**config.mk**
```make
export PLATFORM = sky130hd
export DESIGN_NAME = pipe_ctrl_top
export DESIGN_NICKNAME = d
export VERILOG_FILES = /design/src/hdl/pipe_ctrl_pkg.sv /design/src/hdl/hazard_unit_if.sv /design/src/hdl/prv_pipeline_if.sv /design/src/hdl/hazard_unit.sv /design/src/hdl/pipe_ctrl_top.sv /design/src/hdl/priv_trap_unit.sv
export SDC_FILE = /design/constraint.sdc
export NUM_CORES = 1
export LEC_CHECK = 0
export BUFFER_PORTS_ARGS = -buffer_cell sky130_fd_sc_hd__buf_2
export CAP_MARGIN = 20
export CORE_AREA = 3 3 122 124
export CTS_CLUSTER_SIZE = 40
export DETAILED_ROUTE_END_ITERATION = 6
export DIE_AREA = 0 0 125 127
export MAX_ROUTING_LAYER = met4
export SLEW_MARGIN = 10
export SYNTH_ARGS = -nofsm -noshare
export SYNTH_HDL_FRONTEND = slang
export SYNTH_SLANG_ARGS = --single-unit
```
**constraint.sdc**
```tcl
create_clock -name CLK -period 1.95 [get_ports CLK]
set_input_delay 0.39 -clock CLK [delete_from_list [all_inputs] [get_ports CLK]]
set_output_delay 0.39 -clock CLK [all_outputs]
set_load 0.01 [all_outputs]
```
**src/hdl/pipe_ctrl_pkg.sv**
```systemverilog
package pipe_ctrl_pkg;

    // basic widths
    typedef logic [31:0] word_t;    // pc and address word
    typedef logic [4:0]  regidx_t;  // scalar register index
    typedef logic [4:0]  vregidx_t; // vector register index
    typedef logic [3:0]  cause_t;   // trap cause code

    // exception flags as raised by the stages, msb first
    typedef struct packed {
        logic fault_insn;   // fetch access fault
        logic mal_insn;     // misaligned fetch
        logic illegal_insn;
        logic fault_l;      // load access fault
        logic mal_l;        // misaligned load
        logic fault_s;      // store access fault
        logic mal_s;        // misaligned store
        logic breakpoint;   // ebreak
        logic env;          // ecall
    } exc_flags_t;

    // cause codes, machine-level numbering
    localparam cause_t CAUSE_MAL_INSN   = 4'd0;
    localparam cause_t CAUSE_FAULT_INSN = 4'd1;
    localparam cause_t CAUSE_ILLEGAL    = 4'd2;
    localparam cause_t CAUSE_BREAKPOINT = 4'd3;
    localparam cause_t CAUSE_MAL_L      = 4'd4;
    localparam cause_t CAUSE_FAULT_L    = 4'd5;
    localparam cause_t CAUSE_MAL_S      = 4'd6;
    localparam cause_t CAUSE_FAULT_S    = 4'd7;
    localparam cause_t CAUSE_ECALL      = 4'd11; // ecall from m-mode

    // no interrupt bit in a 4-bit cause, so interrupts get a code of their own
    localparam cause_t CAUSE_INTR = 4'd15;

    // fixed handler entry
    localparam word_t TRAP_VECTOR = 32'h0000_0200;

endpackage

```
**src/hdl/hazard_unit_if.sv**
```systemverilog
`timescale 1ns/10ps

interface hazard_unit_if;

    // operand indices, execute sources vs memory destination
    pipe_ctrl_pkg::regidx_t rs1_e;
    pipe_ctrl_pkg::regidx_t rs2_e;
    pipe_ctrl_pkg::regidx_t rd_m;

    // memory stage status
    logic reg_write, dren, dwen, csr_read;
    logic i_mem_busy, d_mem_busy;

    // control flow and waits
    logic jump, branch, mispredict;
    logic ifence, fence_stall, serializer_stall, halt, ex_busy;

    // exceptions
    pipe_ctrl_pkg::exc_flags_t exc;
    pipe_ctrl_pkg::word_t badaddr;

    // pcs of each stage and their valid bits
    pipe_ctrl_pkg::word_t pc_f, pc_decode, pc_e, pc_m;
    logic valid_decode, valid_e, valid_m;

    // mret, decode queue
    logic ret, is_queue_full, queue_wen;

    // vector side
    logic vsetvl_dec, vsetvl_ex, vbusy, vregwen;
    pipe_ctrl_pkg::vregidx_t vd, vs1, vs2;
    logic vs1_used, vs2_used, ex_mask_en;

    // controls back to the pipeline
    logic pc_en, npc_sel, insert_priv_pc;
    pipe_ctrl_pkg::word_t priv_pc;
    logic if_ex_stall, stall_queue, stall_decode, ex_mem_stall, vmask_calc_stall;
    logic if_ex_flush, flush_queue, flush_decode, ex_mem_flush;
    logic suppress_iren, suppress_data, rollback;

    modport hazard_unit (
        input  rs1_e, rs2_e, rd_m, reg_write, dren, dwen, csr_read, i_mem_busy, d_mem_busy,
        input  jump, branch, mispredict, ifence, fence_stall, serializer_stall, halt, ex_busy,
        input  exc, badaddr, pc_f, pc_decode, pc_e, pc_m, valid_decode, valid_e, valid_m,
        input  ret, is_queue_full, queue_wen,
        input  vsetvl_dec, vsetvl_ex, vbusy, vregwen, vd, vs1, vs2, vs1_used, vs2_used,
        input  ex_mask_en,
        output pc_en, npc_sel, insert_priv_pc, priv_pc,
        output if_ex_stall, stall_queue, stall_decode, ex_mem_stall, vmask_calc_stall,
        output if_ex_flush, flush_queue, flush_decode, ex_mem_flush,
        output suppress_iren, suppress_data, rollback
    );

    modport pipeline (
        output rs1_e, rs2_e, rd_m, reg_write, dren, dwen, csr_read, i_mem_busy, d_mem_busy,
        output jump, branch, mispredict, ifence, fence_stall, serializer_stall, halt, ex_busy,
        output exc, badaddr, pc_f, pc_decode, pc_e, pc_m, valid_decode, valid_e, valid_m,
        output ret, is_queue_full, queue_wen,
        output vsetvl_dec, vsetvl_ex, vbusy, vregwen, vd, vs1, vs2, vs1_used, vs2_used,
        output ex_mask_en,
        input  pc_en, npc_sel, insert_priv_pc, priv_pc,
        input  if_ex_stall, stall_queue, stall_decode, ex_mem_stall, vmask_calc_stall,
        input  if_ex_flush, flush_queue, flush_decode, ex_mem_flush,
        input  suppress_iren, suppress_data, rollback
    );

endinterface

```
**src/hdl/prv_pipeline_if.sv**
```systemverilog
`timescale 1ns/10ps

interface prv_pipeline_if;

    // pipeline side notifications
    pipe_ctrl_pkg::exc_flags_t exc; // raw exception flags
    logic ret;                      // mret reached the trap point
    pipe_ctrl_pkg::word_t epc;      // pc of oldest valid insn
    pipe_ctrl_pkg::word_t badaddr;  // faulting address
    logic wb_enable;                // an insn retires this cycle

    // privilege side answers
    logic intr;                     // enabled interrupt pending
    logic insert_pc;                // redirect fetch to priv_pc
    pipe_ctrl_pkg::word_t priv_pc;  // trap vector or mepc

    modport hazard (
        output exc,
        output ret,
        output epc,
        output badaddr,
        output wb_enable,
        input  intr,
        input  insert_pc,
        input  priv_pc
    );

    modport priv (
        input  exc,
        input  ret,
        input  epc,
        input  badaddr,
        input  wb_enable,
        output intr,
        output insert_pc,
        output priv_pc
    );

endinterface

```
**src/hdl/hazard_unit.sv**
```systemverilog
`timescale 1ns/10ps

module hazard_unit (
    input logic CLK,
    input logic nRST,
    hazard_unit_if.hazard_unit hazard_if,
    prv_pipeline_if.hazard prv_if
);

    // scalar hazards
    logic rs1_match, rs2_match;
    logic cannot_forward;
    logic mem_use_stall;
    logic branch_jump;
    logic dmem_access;
    logic wait_for_imem, wait_for_dmem;

    // trap related
    logic exception;
    logic intr;
    logic ex_flush_hazard;

    // vector
    logic vex_stall;
    logic stall_vsetvl; // decode held until vsetvl leaves execute

    // execute source vs memory destination, x0 never matches
    assign rs1_match = (hazard_if.rs1_e == hazard_if.rd_m) && (hazard_if.rd_m != '0);
    assign rs2_match = (hazard_if.rs2_e == hazard_if.rd_m) && (hazard_if.rd_m != '0);
    assign cannot_forward = hazard_if.dren || hazard_if.csr_read; // result only after mem
    assign mem_use_stall = hazard_if.reg_write && cannot_forward && (rs1_match || rs2_match);

    assign branch_jump = hazard_if.jump || (hazard_if.branch && hazard_if.mispredict);
    assign dmem_access = hazard_if.dren || hazard_if.dwen;

    // fetch wait only counts when the request still matters
    assign wait_for_imem = hazard_if.i_mem_busy && !hazard_if.suppress_iren;
    assign wait_for_dmem = dmem_access && hazard_if.d_mem_busy && !hazard_if.suppress_data;

    assign exception = |hazard_if.exc;
    assign intr = !exception && prv_if.intr; // exception wins over interrupt

    // interrupt waits for an in-flight data access to finish
    assign ex_flush_hazard = (intr && !wait_for_dmem)
                          || exception
                          || hazard_if.ret
                          || (hazard_if.ifence && !hazard_if.fence_stall); // refetch after fence

    // oldest valid pc goes to mepc, mem insn completes on interrupt
    always_comb begin
        if (hazard_if.valid_m && !intr)
            prv_if.epc = hazard_if.pc_m;
        else if (hazard_if.valid_e)
            prv_if.epc = hazard_if.pc_e;
        else if (hazard_if.valid_decode)
            prv_if.epc = hazard_if.pc_decode;
        else
            prv_if.epc = hazard_if.pc_f;
    end

    // forward to privilege block
    assign prv_if.exc = hazard_if.exc;
    assign prv_if.ret = hazard_if.ret;
    assign prv_if.badaddr = hazard_if.badaddr;
    assign prv_if.wb_enable = !hazard_if.if_ex_stall || hazard_if.jump || hazard_if.branch;

    assign hazard_if.insert_priv_pc = prv_if.insert_pc;
    assign hazard_if.priv_pc = prv_if.priv_pc;

    // request suppression
    assign hazard_if.suppress_iren = branch_jump || ex_flush_hazard
                                  || hazard_if.ret || prv_if.insert_pc; // flush is coming
    assign hazard_if.suppress_data = exception; // never touch a faulting location
    assign hazard_if.rollback = hazard_if.ifence && !hazard_if.fence_stall;

    // pc control
    assign hazard_if.npc_sel = branch_jump;
    assign hazard_if.pc_en = (!hazard_if.if_ex_stall && !wait_for_imem)
                          || branch_jump
                          || prv_if.insert_pc
                          || hazard_if.ret; // redirects always load the pc

    // flushes
    assign hazard_if.if_ex_flush = branch_jump || ex_flush_hazard
                                || wait_for_imem; // bubble while fetch lags
    assign hazard_if.flush_queue = ex_flush_hazard || branch_jump;
    assign hazard_if.flush_decode = hazard_if.flush_queue;

    // bubble into mem, but never while mem itself is waiting
    assign hazard_if.ex_mem_flush = (ex_flush_hazard || branch_jump
                                  || hazard_if.stall_queue || vex_stall)
                                 && !hazard_if.ex_mem_stall;

    // stalls, later stage stall implies earlier one
    assign hazard_if.ex_mem_stall = wait_for_dmem
                                 || hazard_if.fence_stall
                                 || hazard_if.serializer_stall
                                 || hazard_if.halt;

    // busy execute stalls unless a redirect kills its insn
    assign hazard_if.stall_queue = hazard_if.ex_mem_stall
                                || (hazard_if.ex_busy && !ex_flush_hazard && !branch_jump)
                                || mem_use_stall
                                || hazard_if.fence_stall
                                || vex_stall;

    assign hazard_if.vmask_calc_stall = hazard_if.ex_mem_stall
                                     || mem_use_stall
                                     || hazard_if.fence_stall
                                     || vex_stall;

    assign hazard_if.stall_decode = (hazard_if.is_queue_full && !hazard_if.flush_queue)
                                 || stall_vsetvl;
    assign hazard_if.if_ex_stall = hazard_if.stall_decode || hazard_if.fence_stall
                                || (hazard_if.vbusy && !hazard_if.flush_decode);

    // vector raw on a used source, or masked op overwriting v0
    always_comb begin
        vex_stall = 1'b0;
        if (hazard_if.vregwen) begin
            if (hazard_if.vs1_used && (hazard_if.vd == hazard_if.vs1))
                vex_stall = 1'b1;
            else if (hazard_if.vs2_used && (hazard_if.vd == hazard_if.vs2))
                vex_stall = 1'b1;
            else if (hazard_if.ex_mask_en && (hazard_if.vd == '0))
                vex_stall = 1'b1; // mask lives in v0
        end
    end

    // vsetvl serialization, flush beats vsetvl_ex beats set
    always_ff @(posedge CLK, negedge nRST) begin
        if (!nRST) begin
            stall_vsetvl <= 1'b0;
        end else if (hazard_if.flush_decode) begin
            stall_vsetvl <= 1'b0;
        end else if (hazard_if.vsetvl_ex) begin
            stall_vsetvl <= 1'b0; // vl now known
        end else if (hazard_if.queue_wen && hazard_if.vsetvl_dec) begin
            stall_vsetvl <= 1'b1;
        end
    end

endmodule

```
**src/hdl/pipe_ctrl_top.sv**
```systemverilog
`timescale 1ns/10ps

module pipe_ctrl_top (
    input  logic CLK,
    input  logic nRST,
    input  logic irq,
    // operand indices
    input  pipe_ctrl_pkg::regidx_t rs1_e,
    input  pipe_ctrl_pkg::regidx_t rs2_e,
    input  pipe_ctrl_pkg::regidx_t rd_m,
    // memory status
    input  logic reg_write, dren, dwen, csr_read, i_mem_busy, d_mem_busy,
    // control flow
    input  logic jump, branch, mispredict, ifence, fence_stall, serializer_stall,
    input  logic halt, ex_busy,
    // exceptions
    input  pipe_ctrl_pkg::exc_flags_t exc,
    input  pipe_ctrl_pkg::word_t badaddr,
    // stage pcs
    input  pipe_ctrl_pkg::word_t pc_f, pc_decode, pc_e, pc_m,
    input  logic valid_decode, valid_e, valid_m,
    input  logic ret, is_queue_full, queue_wen,
    // vector
    input  logic vsetvl_dec, vsetvl_ex, vbusy, vregwen,
    input  pipe_ctrl_pkg::vregidx_t vd, vs1, vs2,
    input  logic vs1_used, vs2_used, ex_mask_en,
    // pipeline controls
    output logic pc_en, npc_sel, insert_priv_pc,
    output pipe_ctrl_pkg::word_t priv_pc,
    output logic if_ex_stall, stall_queue, stall_decode, ex_mem_stall, vmask_calc_stall,
    output logic if_ex_flush, flush_queue, flush_decode, ex_mem_flush,
    output logic suppress_iren, suppress_data, rollback,
    // trap state
    output pipe_ctrl_pkg::word_t mepc_out,
    output pipe_ctrl_pkg::cause_t mcause_out,
    output logic mie_out
);

    hazard_unit_if hu_if ();
    prv_pipeline_if prv_if ();

    // stage inputs onto the hazard bus
    assign hu_if.rs1_e = rs1_e;
    assign hu_if.rs2_e = rs2_e;
    assign hu_if.rd_m = rd_m;
    assign hu_if.reg_write = reg_write;
    assign hu_if.dren = dren;
    assign hu_if.dwen = dwen;
    assign hu_if.csr_read = csr_read;
    assign hu_if.i_mem_busy = i_mem_busy;
    assign hu_if.d_mem_busy = d_mem_busy;
    assign hu_if.jump = jump;
    assign hu_if.branch = branch;
    assign hu_if.mispredict = mispredict;
    assign hu_if.ifence = ifence;
    assign hu_if.fence_stall = fence_stall;
    assign hu_if.serializer_stall = serializer_stall;
    assign hu_if.halt = halt;
    assign hu_if.ex_busy = ex_busy;
    assign hu_if.exc = exc;
    assign hu_if.badaddr = badaddr;
    assign hu_if.pc_f = pc_f;
    assign hu_if.pc_decode = pc_decode;
    assign hu_if.pc_e = pc_e;
    assign hu_if.pc_m = pc_m;
    assign hu_if.valid_decode = valid_decode;
    assign hu_if.valid_e = valid_e;
    assign hu_if.valid_m = valid_m;
    assign hu_if.ret = ret;
    assign hu_if.is_queue_full = is_queue_full;
    assign hu_if.queue_wen = queue_wen;
    assign hu_if.vsetvl_dec = vsetvl_dec;
    assign hu_if.vsetvl_ex = vsetvl_ex;
    assign hu_if.vbusy = vbusy;
    assign hu_if.vregwen = vregwen;
    assign hu_if.vd = vd;
    assign hu_if.vs1 = vs1;
    assign hu_if.vs2 = vs2;
    assign hu_if.vs1_used = vs1_used;
    assign hu_if.vs2_used = vs2_used;
    assign hu_if.ex_mask_en = ex_mask_en;

    // controls back out
    assign pc_en = hu_if.pc_en;
    assign npc_sel = hu_if.npc_sel;
    assign insert_priv_pc = hu_if.insert_priv_pc;
    assign priv_pc = hu_if.priv_pc;
    assign if_ex_stall = hu_if.if_ex_stall;
    assign stall_queue = hu_if.stall_queue;
    assign stall_decode = hu_if.stall_decode;
    assign ex_mem_stall = hu_if.ex_mem_stall;
    assign vmask_calc_stall = hu_if.vmask_calc_stall;
    assign if_ex_flush = hu_if.if_ex_flush;
    assign flush_queue = hu_if.flush_queue;
    assign flush_decode = hu_if.flush_decode;
    assign ex_mem_flush = hu_if.ex_mem_flush;
    assign suppress_iren = hu_if.suppress_iren;
    assign suppress_data = hu_if.suppress_data;
    assign rollback = hu_if.rollback;

    hazard_unit u_hazard (
        .CLK       (CLK),
        .nRST      (nRST),
        .hazard_if (hu_if),
        .prv_if    (prv_if)
    );

    // data wait as seen by the trap unit, busy with an access pending
    priv_trap_unit u_priv (
        .CLK        (CLK),
        .nRST       (nRST),
        .prv_if     (prv_if),
        .irq        (irq),
        .wait_dmem  (d_mem_busy & (dren | dwen)),
        .mepc_out   (mepc_out),
        .mcause_out (mcause_out),
        .mie_out    (mie_out)
    );

endmodule

```
**src/hdl/priv_trap_unit.sv**
```systemverilog
`timescale 1ns/10ps

module priv_trap_unit (
    input logic CLK,
    input logic nRST,
    prv_pipeline_if.priv prv_if,
    input logic irq,
    input logic wait_dmem,
    output pipe_ctrl_pkg::word_t mepc_out,
    output pipe_ctrl_pkg::cause_t mcause_out,
    output logic mie_out
);

    // machine csrs kept here
    pipe_ctrl_pkg::word_t mepc;
    pipe_ctrl_pkg::cause_t mcause;
    logic mie;

    logic exception;
    logic intr_pend;
    logic accept;                 // trap taken this cycle
    pipe_ctrl_pkg::cause_t cause; // cause of the trap being taken

    assign exception = |prv_if.exc;
    assign intr_pend = irq && mie; // masked while in handler
    assign prv_if.intr = intr_pend;

    // interrupt alone holds off while a data access is in flight
    assign accept = exception || (intr_pend && !wait_dmem);

    // fixed priority over the flags
    always_comb begin
        if (prv_if.exc.fault_insn)
            cause = pipe_ctrl_pkg::CAUSE_FAULT_INSN;
        else if (prv_if.exc.mal_insn)
            cause = pipe_ctrl_pkg::CAUSE_MAL_INSN;
        else if (prv_if.exc.illegal_insn)
            cause = pipe_ctrl_pkg::CAUSE_ILLEGAL;
        else if (prv_if.exc.breakpoint)
            cause = pipe_ctrl_pkg::CAUSE_BREAKPOINT;
        else if (prv_if.exc.fault_l)
            cause = pipe_ctrl_pkg::CAUSE_FAULT_L;
        else if (prv_if.exc.mal_l)
            cause = pipe_ctrl_pkg::CAUSE_MAL_L;
        else if (prv_if.exc.fault_s)
            cause = pipe_ctrl_pkg::CAUSE_FAULT_S;
        else if (prv_if.exc.mal_s)
            cause = pipe_ctrl_pkg::CAUSE_MAL_S;
        else if (prv_if.exc.env)
            cause = pipe_ctrl_pkg::CAUSE_ECALL;
        else
            cause = pipe_ctrl_pkg::CAUSE_INTR; // no flag, so interrupt
    end

    // redirect, trap wins over a simultaneous ret
    assign prv_if.insert_pc = accept || prv_if.ret;
    assign prv_if.priv_pc = accept ? pipe_ctrl_pkg::TRAP_VECTOR : mepc;

    always_ff @(posedge CLK, negedge nRST) begin
        if (!nRST) begin
            mepc <= '0;
            mcause <= '0;
            mie <= 1'b1; // interrupts enabled out of reset
        end else if (accept) begin
            mepc <= prv_if.epc;
            mcause <= cause;
            mie <= 1'b0;
        end else if (prv_if.ret) begin
            mie <= 1'b1; // back from handler
        end
    end

    assign mepc_out = mepc;
    assign mcause_out = mcause;
    assign mie_out = mie;

endmodule

```
# Word level (Yosys, flattened, before mapping)

Index checks and enable logic that the tools add are counted.

Output and inout bits: 84
Register bits: 38
Logic and storage cells: 104
Input bits: 229

Mux-type cells: 22
Equal/unequal tests: 4
Reductions and logical operators: 72
Bitwise gates (word level): 2

Operators by type and width:

| kind              | number |
|---|---|
| $mux 32           | 4 |
| $mux 4            | 8 |
| $logic_or 1x1->1  | 31 |
| $logic_and 1x1->1 | 24 |
| $eq 5x5->1        | 4 |
| $logic_not 1->1   | 12 |
| $mux 1            | 9 |
| $reduce_or 9->1   | 1 |
| $logic_not 5->1   | 1 |
| $reduce_bool 5->1 | 1 |
| $mux 3            | 1 |
| $reduce_bool 3->1 | 1 |
| $reduce_bool 2->1 | 1 |
| $and 1x1->1       | 1 |
| $or 1x1->1        | 1 |

# Depth between registers and ports, before layout

Gate-level depths: netlist of run 1.

Depth in word-level cells: 19
Depth in mapped cells: 7

# By module

A second synthesis of run 1 with hierarchy kept.

Cell total of the unflattened synthesis: 454
Area total of the unflattened synthesis: 3763.6 um^2

Modules (own cells, without submodules):

| module         | sequential area each (um^2) | cells each | area each (um^2) | times used |
|---|---|---|---|---|
| hazard_unit    | 25.0                        | 323        | 2040.7           | 1 |
| priv_trap_unit | 927.1                       | 130        | 1715.4           | 1 |
| pipe_ctrl_top  | 0.0                         | 1          | 7.5              | 1 |

# Worst setup path after synthesis of run 1

Ideal clock, no wire load.

Path kind: input to output
From: input exc[7] in the netlist's numbering
To: output ex_mem_flush
Required time: 1560 ps
Data arrival time: 1643 ps
Cell stages on the path: 5
Path slack: -83 ps
Cell sequence: nor4_4 o2111ai_1 or4_1 nor3_1 a21oi_1

Cells in the longest elaborated chain, start to end: 18
Elaborated cells on any way between the ends: 24
Those cells by class: reduce/logical (24)

RTL lines:

| item                            | line                                 | RTL |
|---|---|---|
| start, declared                 | pipe_ctrl_top.sv:17                  | `input pipe_ctrl_pkg::exc_flags_t exc,` |
| $reduce_or 9->1 *               | hazard_unit.sv:40                    | `assign exception = \|hazard_if.exc;` |
| $logic_not 1->1                 | hazard_unit.sv:38, hazard_unit.sv:41 |  |
| $logic_and 1x1->1               | hazard_unit.sv:38                    | `assign wait_for_dmem = dmem_access && hazard_if.d_mem_busy && !hazard_if.suppress_data;` |
| $logic_not 1->1                 | hazard_unit.sv:44                    | `assign ex_flush_hazard = (intr && !wait_for_dmem)` |
| $logic_and 1x1->1               | hazard_unit.sv:44                    |  |
| $logic_or 1x1->1                | hazard_unit.sv:45                    | `\|\| exception` |
| $logic_or 1x1->1                | hazard_unit.sv:46                    | `\|\| hazard_if.ret` |
| $logic_or 1x1->1                | hazard_unit.sv:47                    | `\|\| (hazard_if.ifence && !hazard_if.fence_stall);` |
| $logic_not 1->1                 | hazard_unit.sv:102                   | `\|\| (hazard_if.ex_busy && !ex_flush_hazard && !branch_jump)` |
| $logic_and 1x1->1 (2 in series) | hazard_unit.sv:102                   |  |
| $logic_or 1x1->1                | hazard_unit.sv:102                   |  |
| $logic_or 1x1->1                | hazard_unit.sv:103                   | `\|\| mem_use_stall` |
| $logic_or 1x1->1                | hazard_unit.sv:104                   | `\|\| hazard_if.fence_stall` |
| $logic_or 1x1->1                | hazard_unit.sv:105                   | `\|\| vex_stall;` |
| $logic_or 1x1->1 (2 in series)  | hazard_unit.sv:91                    | `\|\| hazard_if.stall_queue \|\| vex_stall)` |
| $logic_and 1x1->1 *             | hazard_unit.sv:92                    | `&& !hazard_if.ex_mem_stall;` |
| end, declared                   | pipe_ctrl_top.sv:31                  | `output logic if_ex_flush, flush_queue, flush_decode, ex_mem_flush,` |

Mark *: on every way between the ends. The rest lies on a longest branch, timed or not.

# Worst setup path in the final report of run 1

From: input exc[4] in the netlist's numbering
To: output ex_mem_flush

Same word-level chain as after synthesis.

==> flow_summary.toml, run 1 <==
[outcome]
status = "complete, but fails checks"
violations = "negative setup slack"

[synthesis]
avgSynthCellArea_um2 = 8.57
synth_enable_flop_cells = 0
yosys.area.top_type = "dfrtp_1"
ys.flop_type = "dfrtp_1"
synth_most_common_cell = "nor2_1"
ys_seq_area_share_pct = 31.6
async_reset_ff_share_pct = 100
synth_common_cells = "nor2_1 (43), nor3_1 (40), dfrtp_1 (37)"
synth_area_leaders = "dfrtp_1 (31%), mux2i_1 (11%), a311o_1 (10%)"
syn_inst = 352
synth_top_area_share_pct = 30.7
synth_area_um2 = 3020
syn_nets = 581
ys_ff_latch = 38
netlist-cell-type-count = 37
yosysWarnings = 0

[global_route]
grt_use_total_pct = 15.7
use_met3_pct = 3.26
grt_pass1_vias = 4021
grt-ovfl-total = 0
grtUsageMet1_pct = 18.2
antenna_found_initial = 0
grt_pass1_wl_um = 19900
globalRouteMet2Util_pct = 27.6
grt-busiest-layer = "met2"
grt_max_degree = 39

[sta]
min_period_ns = 2.28
skew_ns = 0.00350
hold_viol_final = 0
final-max-slew-violation-count = 0
slew_headroom_pct = 73.3
post-route-period-util_pct = 117
worst_slack_ns = -0.334
setup_violations = 77
max_freq_mhz = 438
worst-slew-pin-transition_ns = 0.396
rsz0062_at_grt = "yes"

[route]
vias = 4206
wl_per_cell_um = 16.2
vias_per_cell = 4.77
drt-total-wl_um = 14300
dr.pass1.iters = 5
drt_iter0_markers = 111
post-route-drc-count = 0
ant_nets = 0

[floorplan]
die_height_um = 127
initial_core_util_pct = 21.7
die_x_um = 125
core_area_um2 = 13900
num_rows = 43
io_pins = 313
design.die.area_um2 = 15900

[pwr]
powerDensity_nw_per_um2 = 402
p_total_mw = 2.47
vdd_ir_drop_max_uv = 343
leakagePower_nw = 3.10

[placement]
io_buffers = 280
place_hpwl_um = 10100
gp_congestion = 0.883
place_ws_ns = -0.383
dpl.cell_count = 836
placed_area_um2 = 4960

[worst_setup_path]
cp_max_fo = 2
cp_data_required_time_ns = 1.56
startpoint_type = "primary input"
end_kind = "output pin"
crit_type = "primary input to output pin"
crit_arrival_ns = 1.89

[clock_tree]
cts-htree-levels = 2
cts_buffers = 5
root_buffer = "clkbuf_16"
clkLatencyLatePin_ns = 0.28
clock-sinks = 38
cts_tree = "done"
path_clk_slew_ns = 0.06
cts.path.max_buffers = 2

[run]
maxCapViolCount = 0

[final_layout]
layout-drive-gt1-share_pct = 63.2
multi_input_area_um2 = 2120
fin_cells = 881
syn_to_final_growth_pct = 104
fin_nets = 931
antenna_cells = 0
final_cell_area_um2 = 6150
fillerInstances = 1408
regArea_um2 = 952

[hold_path]
hold_class = "primary input to async pin"
## state kept, by name (all words and copies together), names as in the netlist
name	flops
u_priv.mepc_out	32
u_priv.mcause_out	4
u_hazard.stall_vsetvl	1
u_priv.mie_out	1
## cells by family (layout without fill, tap and decap cells)
group	Yosys count	after routing	synth area share, %
AOI/OAI and AO/OA	86	86	20.6
and+or+nand+nor	140	140	24.5
DFF	38	38	31.6
buffers and inverters	36	385	6.88
xor gates and xnor gates	20	20	5.80
muxes	32	32	10.6
## worst max-delay path, cell delays in order
cell,delay [ns]
buf_8,0.10
nor4_4,0.38
o2111ai_4,0.18
or4_4,0.51
nor3_2,0.11
a21oi_1,0.07
buf_2,0.15
## per-layer routing
metal | vias up | share of wire (%)
met5 | - | 0
li1 | 1994 | -
met2 | 229 | 49
met3 | 17 | 8.2
met1 | 1966 | 41
met4 | 0 | 1.8
## cells in the final DEF, fill, tap and decap left out, types with 2 or more instances in the layout
master	Yosys	final
buf_16	0	2
a21oi_1	36	36
nand4_1	3	3
clkbuf_16	0	11
nor3_2	2	12
dfrtp_1	37	37
nor4_4	2	2
o21ai_0	8	7
nand3_1	6	5
nor3_4	0	2
inv_1	6	4
buf_4	6	56
buf_6	6	57
xnor2_1	16	16
a311o_1	31	31
nor3_1	40	28
xor2_1	4	4
nor2_1	43	41
buf_2	4	240
nor2_4	0	3
mux2i_1	32	32
buf_8	0	5
nand2_1	5	4
buf_12	0	7
and2_4	0	31
## per-stage QoR
stage	setup TNS, ns	util (%)	hold WS [ns]
2_1_floorplan	-0.0916	-	0.0944
3_3_place_gp	-20.20	35.8	0.346
3_5_place_dp	-22.10	35.8	0.353
4_1_cts	-11.18	39.2	0.0506
5_1_grt	-21.80	44.3	0.0594
6_report	-16.77	44.3	0.0335
## power by group
| part | switching (mW) | internal (mW) | total [mW] |
|---|---|---|---|
| sequential | 0.0358 | 0.852 | 0.887 |
| clock | 0.315 | 0.495 | 0.810 |
| combinational | 0.366 | 0.410 | 0.776 |
| total | 0.717 | 1.76 | 2.47 |
## worst paths after layout
kind                       slack, ns                        startpoint                                end  cells past startpoint
max in group asynchronous       1.24                              nRST    u_priv.mepc_out[14]$_DFFE_PN0N_                      2
min in group CLK                0.26                         vsetvl_ex  u_hazard.stall_vsetvl$_DFFE_PN0P_                      2
hold / removal                  0.03                              nRST     u_priv.mepc_out[1]$_DFFE_PN0N_                      1
hold reg to reg                 0.52  u_priv.mcause_out[0]$_DFFE_PN0N_   u_priv.mcause_out[0]$_DFFE_PN0N_                      1
setup reg to reg               -0.12        u_priv.mie_out$_DFFE_PN1P_     u_priv.mepc_out[9]$_DFFE_PN0N_                     11
setup / recovery               -0.33                            exc[4]                       ex_mem_flush                      7
## layout make-up
class	count	area share [%]
flip-flops and latches	38	15.5
inverters	6	0.407
well taps	180	3.66
clock buffers	6	2.26
repair buffers	373	43.7
multi-input cells	278	34.5
## repair_timing
action / 4_1_cts / 5_1_grt
hold buffers: 0 / 0
setup buffers: 10 / 25
pin swaps: 12 / 46
resized for setup: 51 / 93
endpoints found under the setup margin: 58 / 77
cloned: 2 / 7
Power figures use the tool's default switching activity.
==> inputs of run 2 (changes only) <==
--- a/config.mk
+++ b/config.mk
@@ -5,12 +5,13 @@
 export SDC_FILE = /design/constraint.sdc
 export NUM_CORES = 1
 export LEC_CHECK = 0
+export ABC_AREA = 1
 export BUFFER_PORTS_ARGS = -buffer_cell sky130_fd_sc_hd__buf_2
 export CAP_MARGIN = 20
-export CORE_AREA = 3 3 122 124
+export CORE_AREA = 3 3 119 121
 export CTS_CLUSTER_SIZE = 40
 export DETAILED_ROUTE_END_ITERATION = 6
-export DIE_AREA = 0 0 125 127
+export DIE_AREA = 0 0 122 124
 export MAX_ROUTING_LAYER = met4
 export SLEW_MARGIN = 10
 export SYNTH_ARGS = -nofsm -noshare
==> run 2 against run 1 <==
- via count grew 9.6%
- die area shrank 4.7%
- core utilization grew 1.8 points
- the flow still finishes with violations (negative setup slack)
- synthesized cell count grew 60%
- largest power group unchanged
- sequential share of layout area grew 0.16 points
- sequential power is essentially flat
==> flow_summary.toml, run 2 <==
[clock_tree]
cts_tree = "done"
clock-sinks = 38
root_buffer = "clkbuf_16"
cts_buffers = 5
cts-htree-levels = 2
clkLatencyLatePin_ns = 0.28
cts.path.max_buffers = 2
path_clk_slew_ns = 0.06

[worst_setup_path]
critPathBufInv = 4
cp_data_required_time_ns = 1.56
cp_top_family = "simple AND/OR/NAND/NOR gates"
crit_path_cell_trace = "buf_8, nor2_4, nand2_2, nor3_4, buf_6, nand2_8, buf_6, or2_4, buf_6"
cp_max_fo = 7
end_kind = "output pin"
crit_slowest_cell = "nor3_4"
startpoint_type = "primary input"
crit_top_cell = "buf_6"
crit_arrival_ns = 1.69
crit_type = "primary input to output pin"
slowest_delay_ns = 0.24

[synthesis]
async_reset_ff_share_pct = 100
synth_common_cells = "nor2_1 (157), inv_1 (103), nand2_1 (98)"
avgSynthCellArea_um2 = 5.93
netlist-cell-type-count = 32
yosysWarnings = 0
synth_area_um2 = 3330
synth_enable_flop_cells = 0
ys_seq_area_share_pct = 28.6
syn_inst = 562
ys_ff_latch = 38
yosys.area.top_type = "dfrtp_1"
synth_top_area_share_pct = 27.8
synth_area_leaders = "dfrtp_1 (28%), nor2_1 (18%), inv_1 (12%)"
synth_most_common_cell = "nor2_1"
ys.flop_type = "dfrtp_1"
syn_nets = 791

[floorplan]
initial_core_util_pct = 25.3
die_x_um = 122
design.die.area_um2 = 15100
io_pins = 313
die_height_um = 124
num_rows = 42
core_area_um2 = 13200

[final_layout]
fin_cells = 1056
fillerInstances = 1423
final_cell_mix = "buf_2 (249), nor2_1 (125), inv_1 (102)"
largest_reg_flops = 32
layout-drive-gt1-share_pct = 45.2
fin_nets = 1107
regArea_um2 = 952
multi_input_area_um2 = 2090
mostFrequentLayoutCell = "buf_2"
syn_to_final_growth_pct = 82.6

[route]
dr.pass1.iters = 4
wl_per_cell_um = 14.0
vias = 4611
drt-total-wl_um = 14800
ant_nets = 0
vias_per_cell = 4.37
drt_iter0_markers = 137
post-route-drc-count = 0

[global_route]
grt_pass1_vias = 4090
grt_pass1_wl_um = 20100
grt-ovfl-total = 0
grt_use_total_pct = 17.2
grt_max_degree = 35
antenna_found_initial = 1

[sta]
rsz0062_at_grt = "yes"
post-route-period-util_pct = 107
fin_setup_tns_ns = -1.85
max_freq_mhz = 481
skew_ns = 0.00394
slew_headroom_pct = 72.6
worst-slew-pin-transition_ns = 0.411
final-max-slew-violation-count = 0
setup_violations = 37
min_period_ns = 2.08
worst_slack_ns = -0.130
hold_viol_final = 0

[hold_path]
hold_class = "primary input to async pin"

[run]
maxCapViolCount = 0

[outcome]
status = "complete, but fails checks"
violations = "negative setup slack"

[pwr]
powerDensity_nw_per_um2 = 413
p_total_mw = 2.51
vdd_ir_drop_max_uv = 353
leakagePower_nw = 3.53

[placement]
place_hpwl_um = 11000
dpl.cell_count = 1023
gp_congestion = 0.935
io_buffers = 280
run 2: worst reg2reg max path, stage by stage (launching register included):
cell       delay, ns
dfstp_2         0.54
nand3_2         0.10
buf_6           0.18
nand2_8         0.11
buf_12          0.11
buf_4           0.10
clkbuf_16       0.17
buf_4           0.15
nand2_1         0.05
o22ai_1         0.11
run 2: metrics by stage:
step | area, um2 | hold WS, ns | util [%] | worst slack, ns
5_1_grt | 6080 | 0.0621 | 46.1 | -0.241
3_3_place_gp | 5140 | 0.350 | 39.0 | -0.164
3_5_place_dp | 5140 | 0.348 | 39.0 | -0.163
2_1_floorplan | 3330 | 0.0944 | - | 0.0380
4_1_cts | 5470 | 0.0506 | 41.5 | -0.0981
6_report | 6080 | 0.0397 | 46.1 | -0.130
run 2: area by class of cell:
| cell class | instances | share of cell area (%) |
|---|---|---|
| Antenna cell | 1 | 0.0411 |
| Clock buffer | 7 | 2.35 |
| Clock inverter | 1 | 0.0823 |
| Inverter | 103 | 6.40 |
| Multi-Input combinational cell | 392 | 34.4 |
| Sequential cell | 38 | 15.7 |
| Tap cell | 176 | 3.62 |
| Timing Repair Buffer | 338 | 37.4 |
run 2: final timing paths:
kind,startpoint,endpoint,slack (ns),cells past startpoint
worst max-delay path,exc[2],priv_pc[9],-0.13,9
worst min-delay path,nRST,u_priv.mepc_out[2]$_DFFE_PN0N_,0.04,1
worst max register to register,u_priv.mie_out$_DFFE_PN1P_,u_priv.mepc_out[18]$_DFFE_PN0N_,0.26,9
worst min register to register,u_priv.mcause_out[2]$_DFFE_PN0N_,u_priv.mcause_out[2]$_DFFE_PN0N_,0.49,2
max in group asynchronous,nRST,u_priv.mepc_out[27]$_DFFE_PN0N_,1.24,2
min in group CLK,vsetvl_ex,u_hazard.stall_vsetvl$_DFFE_PN0P_,0.26,2
run 2: power by group:
part           switching, mW  total [mW]  internal, mW
combinational          0.437       0.807         0.370
sequential            0.0348       0.887         0.853
clock                  0.311       0.818         0.507
run 2: cells by family (layout without fill, tap and decap cells):
group	count (synthesis)	in the layout	share of synthesized area, %
other	0	1	0
buffers and inverters	134	449	16.9
muxes	1	1	0.301
AOI/OAI and AO/OA	105	105	19.6
and+or+nand+nor	282	284	34.0
xor gates and xnor gates	2	2	0.526
DFF	38	38	28.6
run 2: metal layers:
metal | global-route usage (%) | vias to the layer above | part of all wire, %
met2 | 29.8 | 154 | 51
met1 | 21.6 | 2040 | 43
met3 | 2.63 | 13 | 5.5
met4 | 2.94 | 0 | 1.1
met5 | - | - | 0
li1 | - | 2404 | -
run 2: what timing repair did:
item	CTS	global route
setup endpoints to repair	41	42
gates resized for setup	21	89
gates cloned	2	6
hold endpoints to repair	0	0
pin swaps	4	3
hold buffers	0	0
buffers inserted	5	12
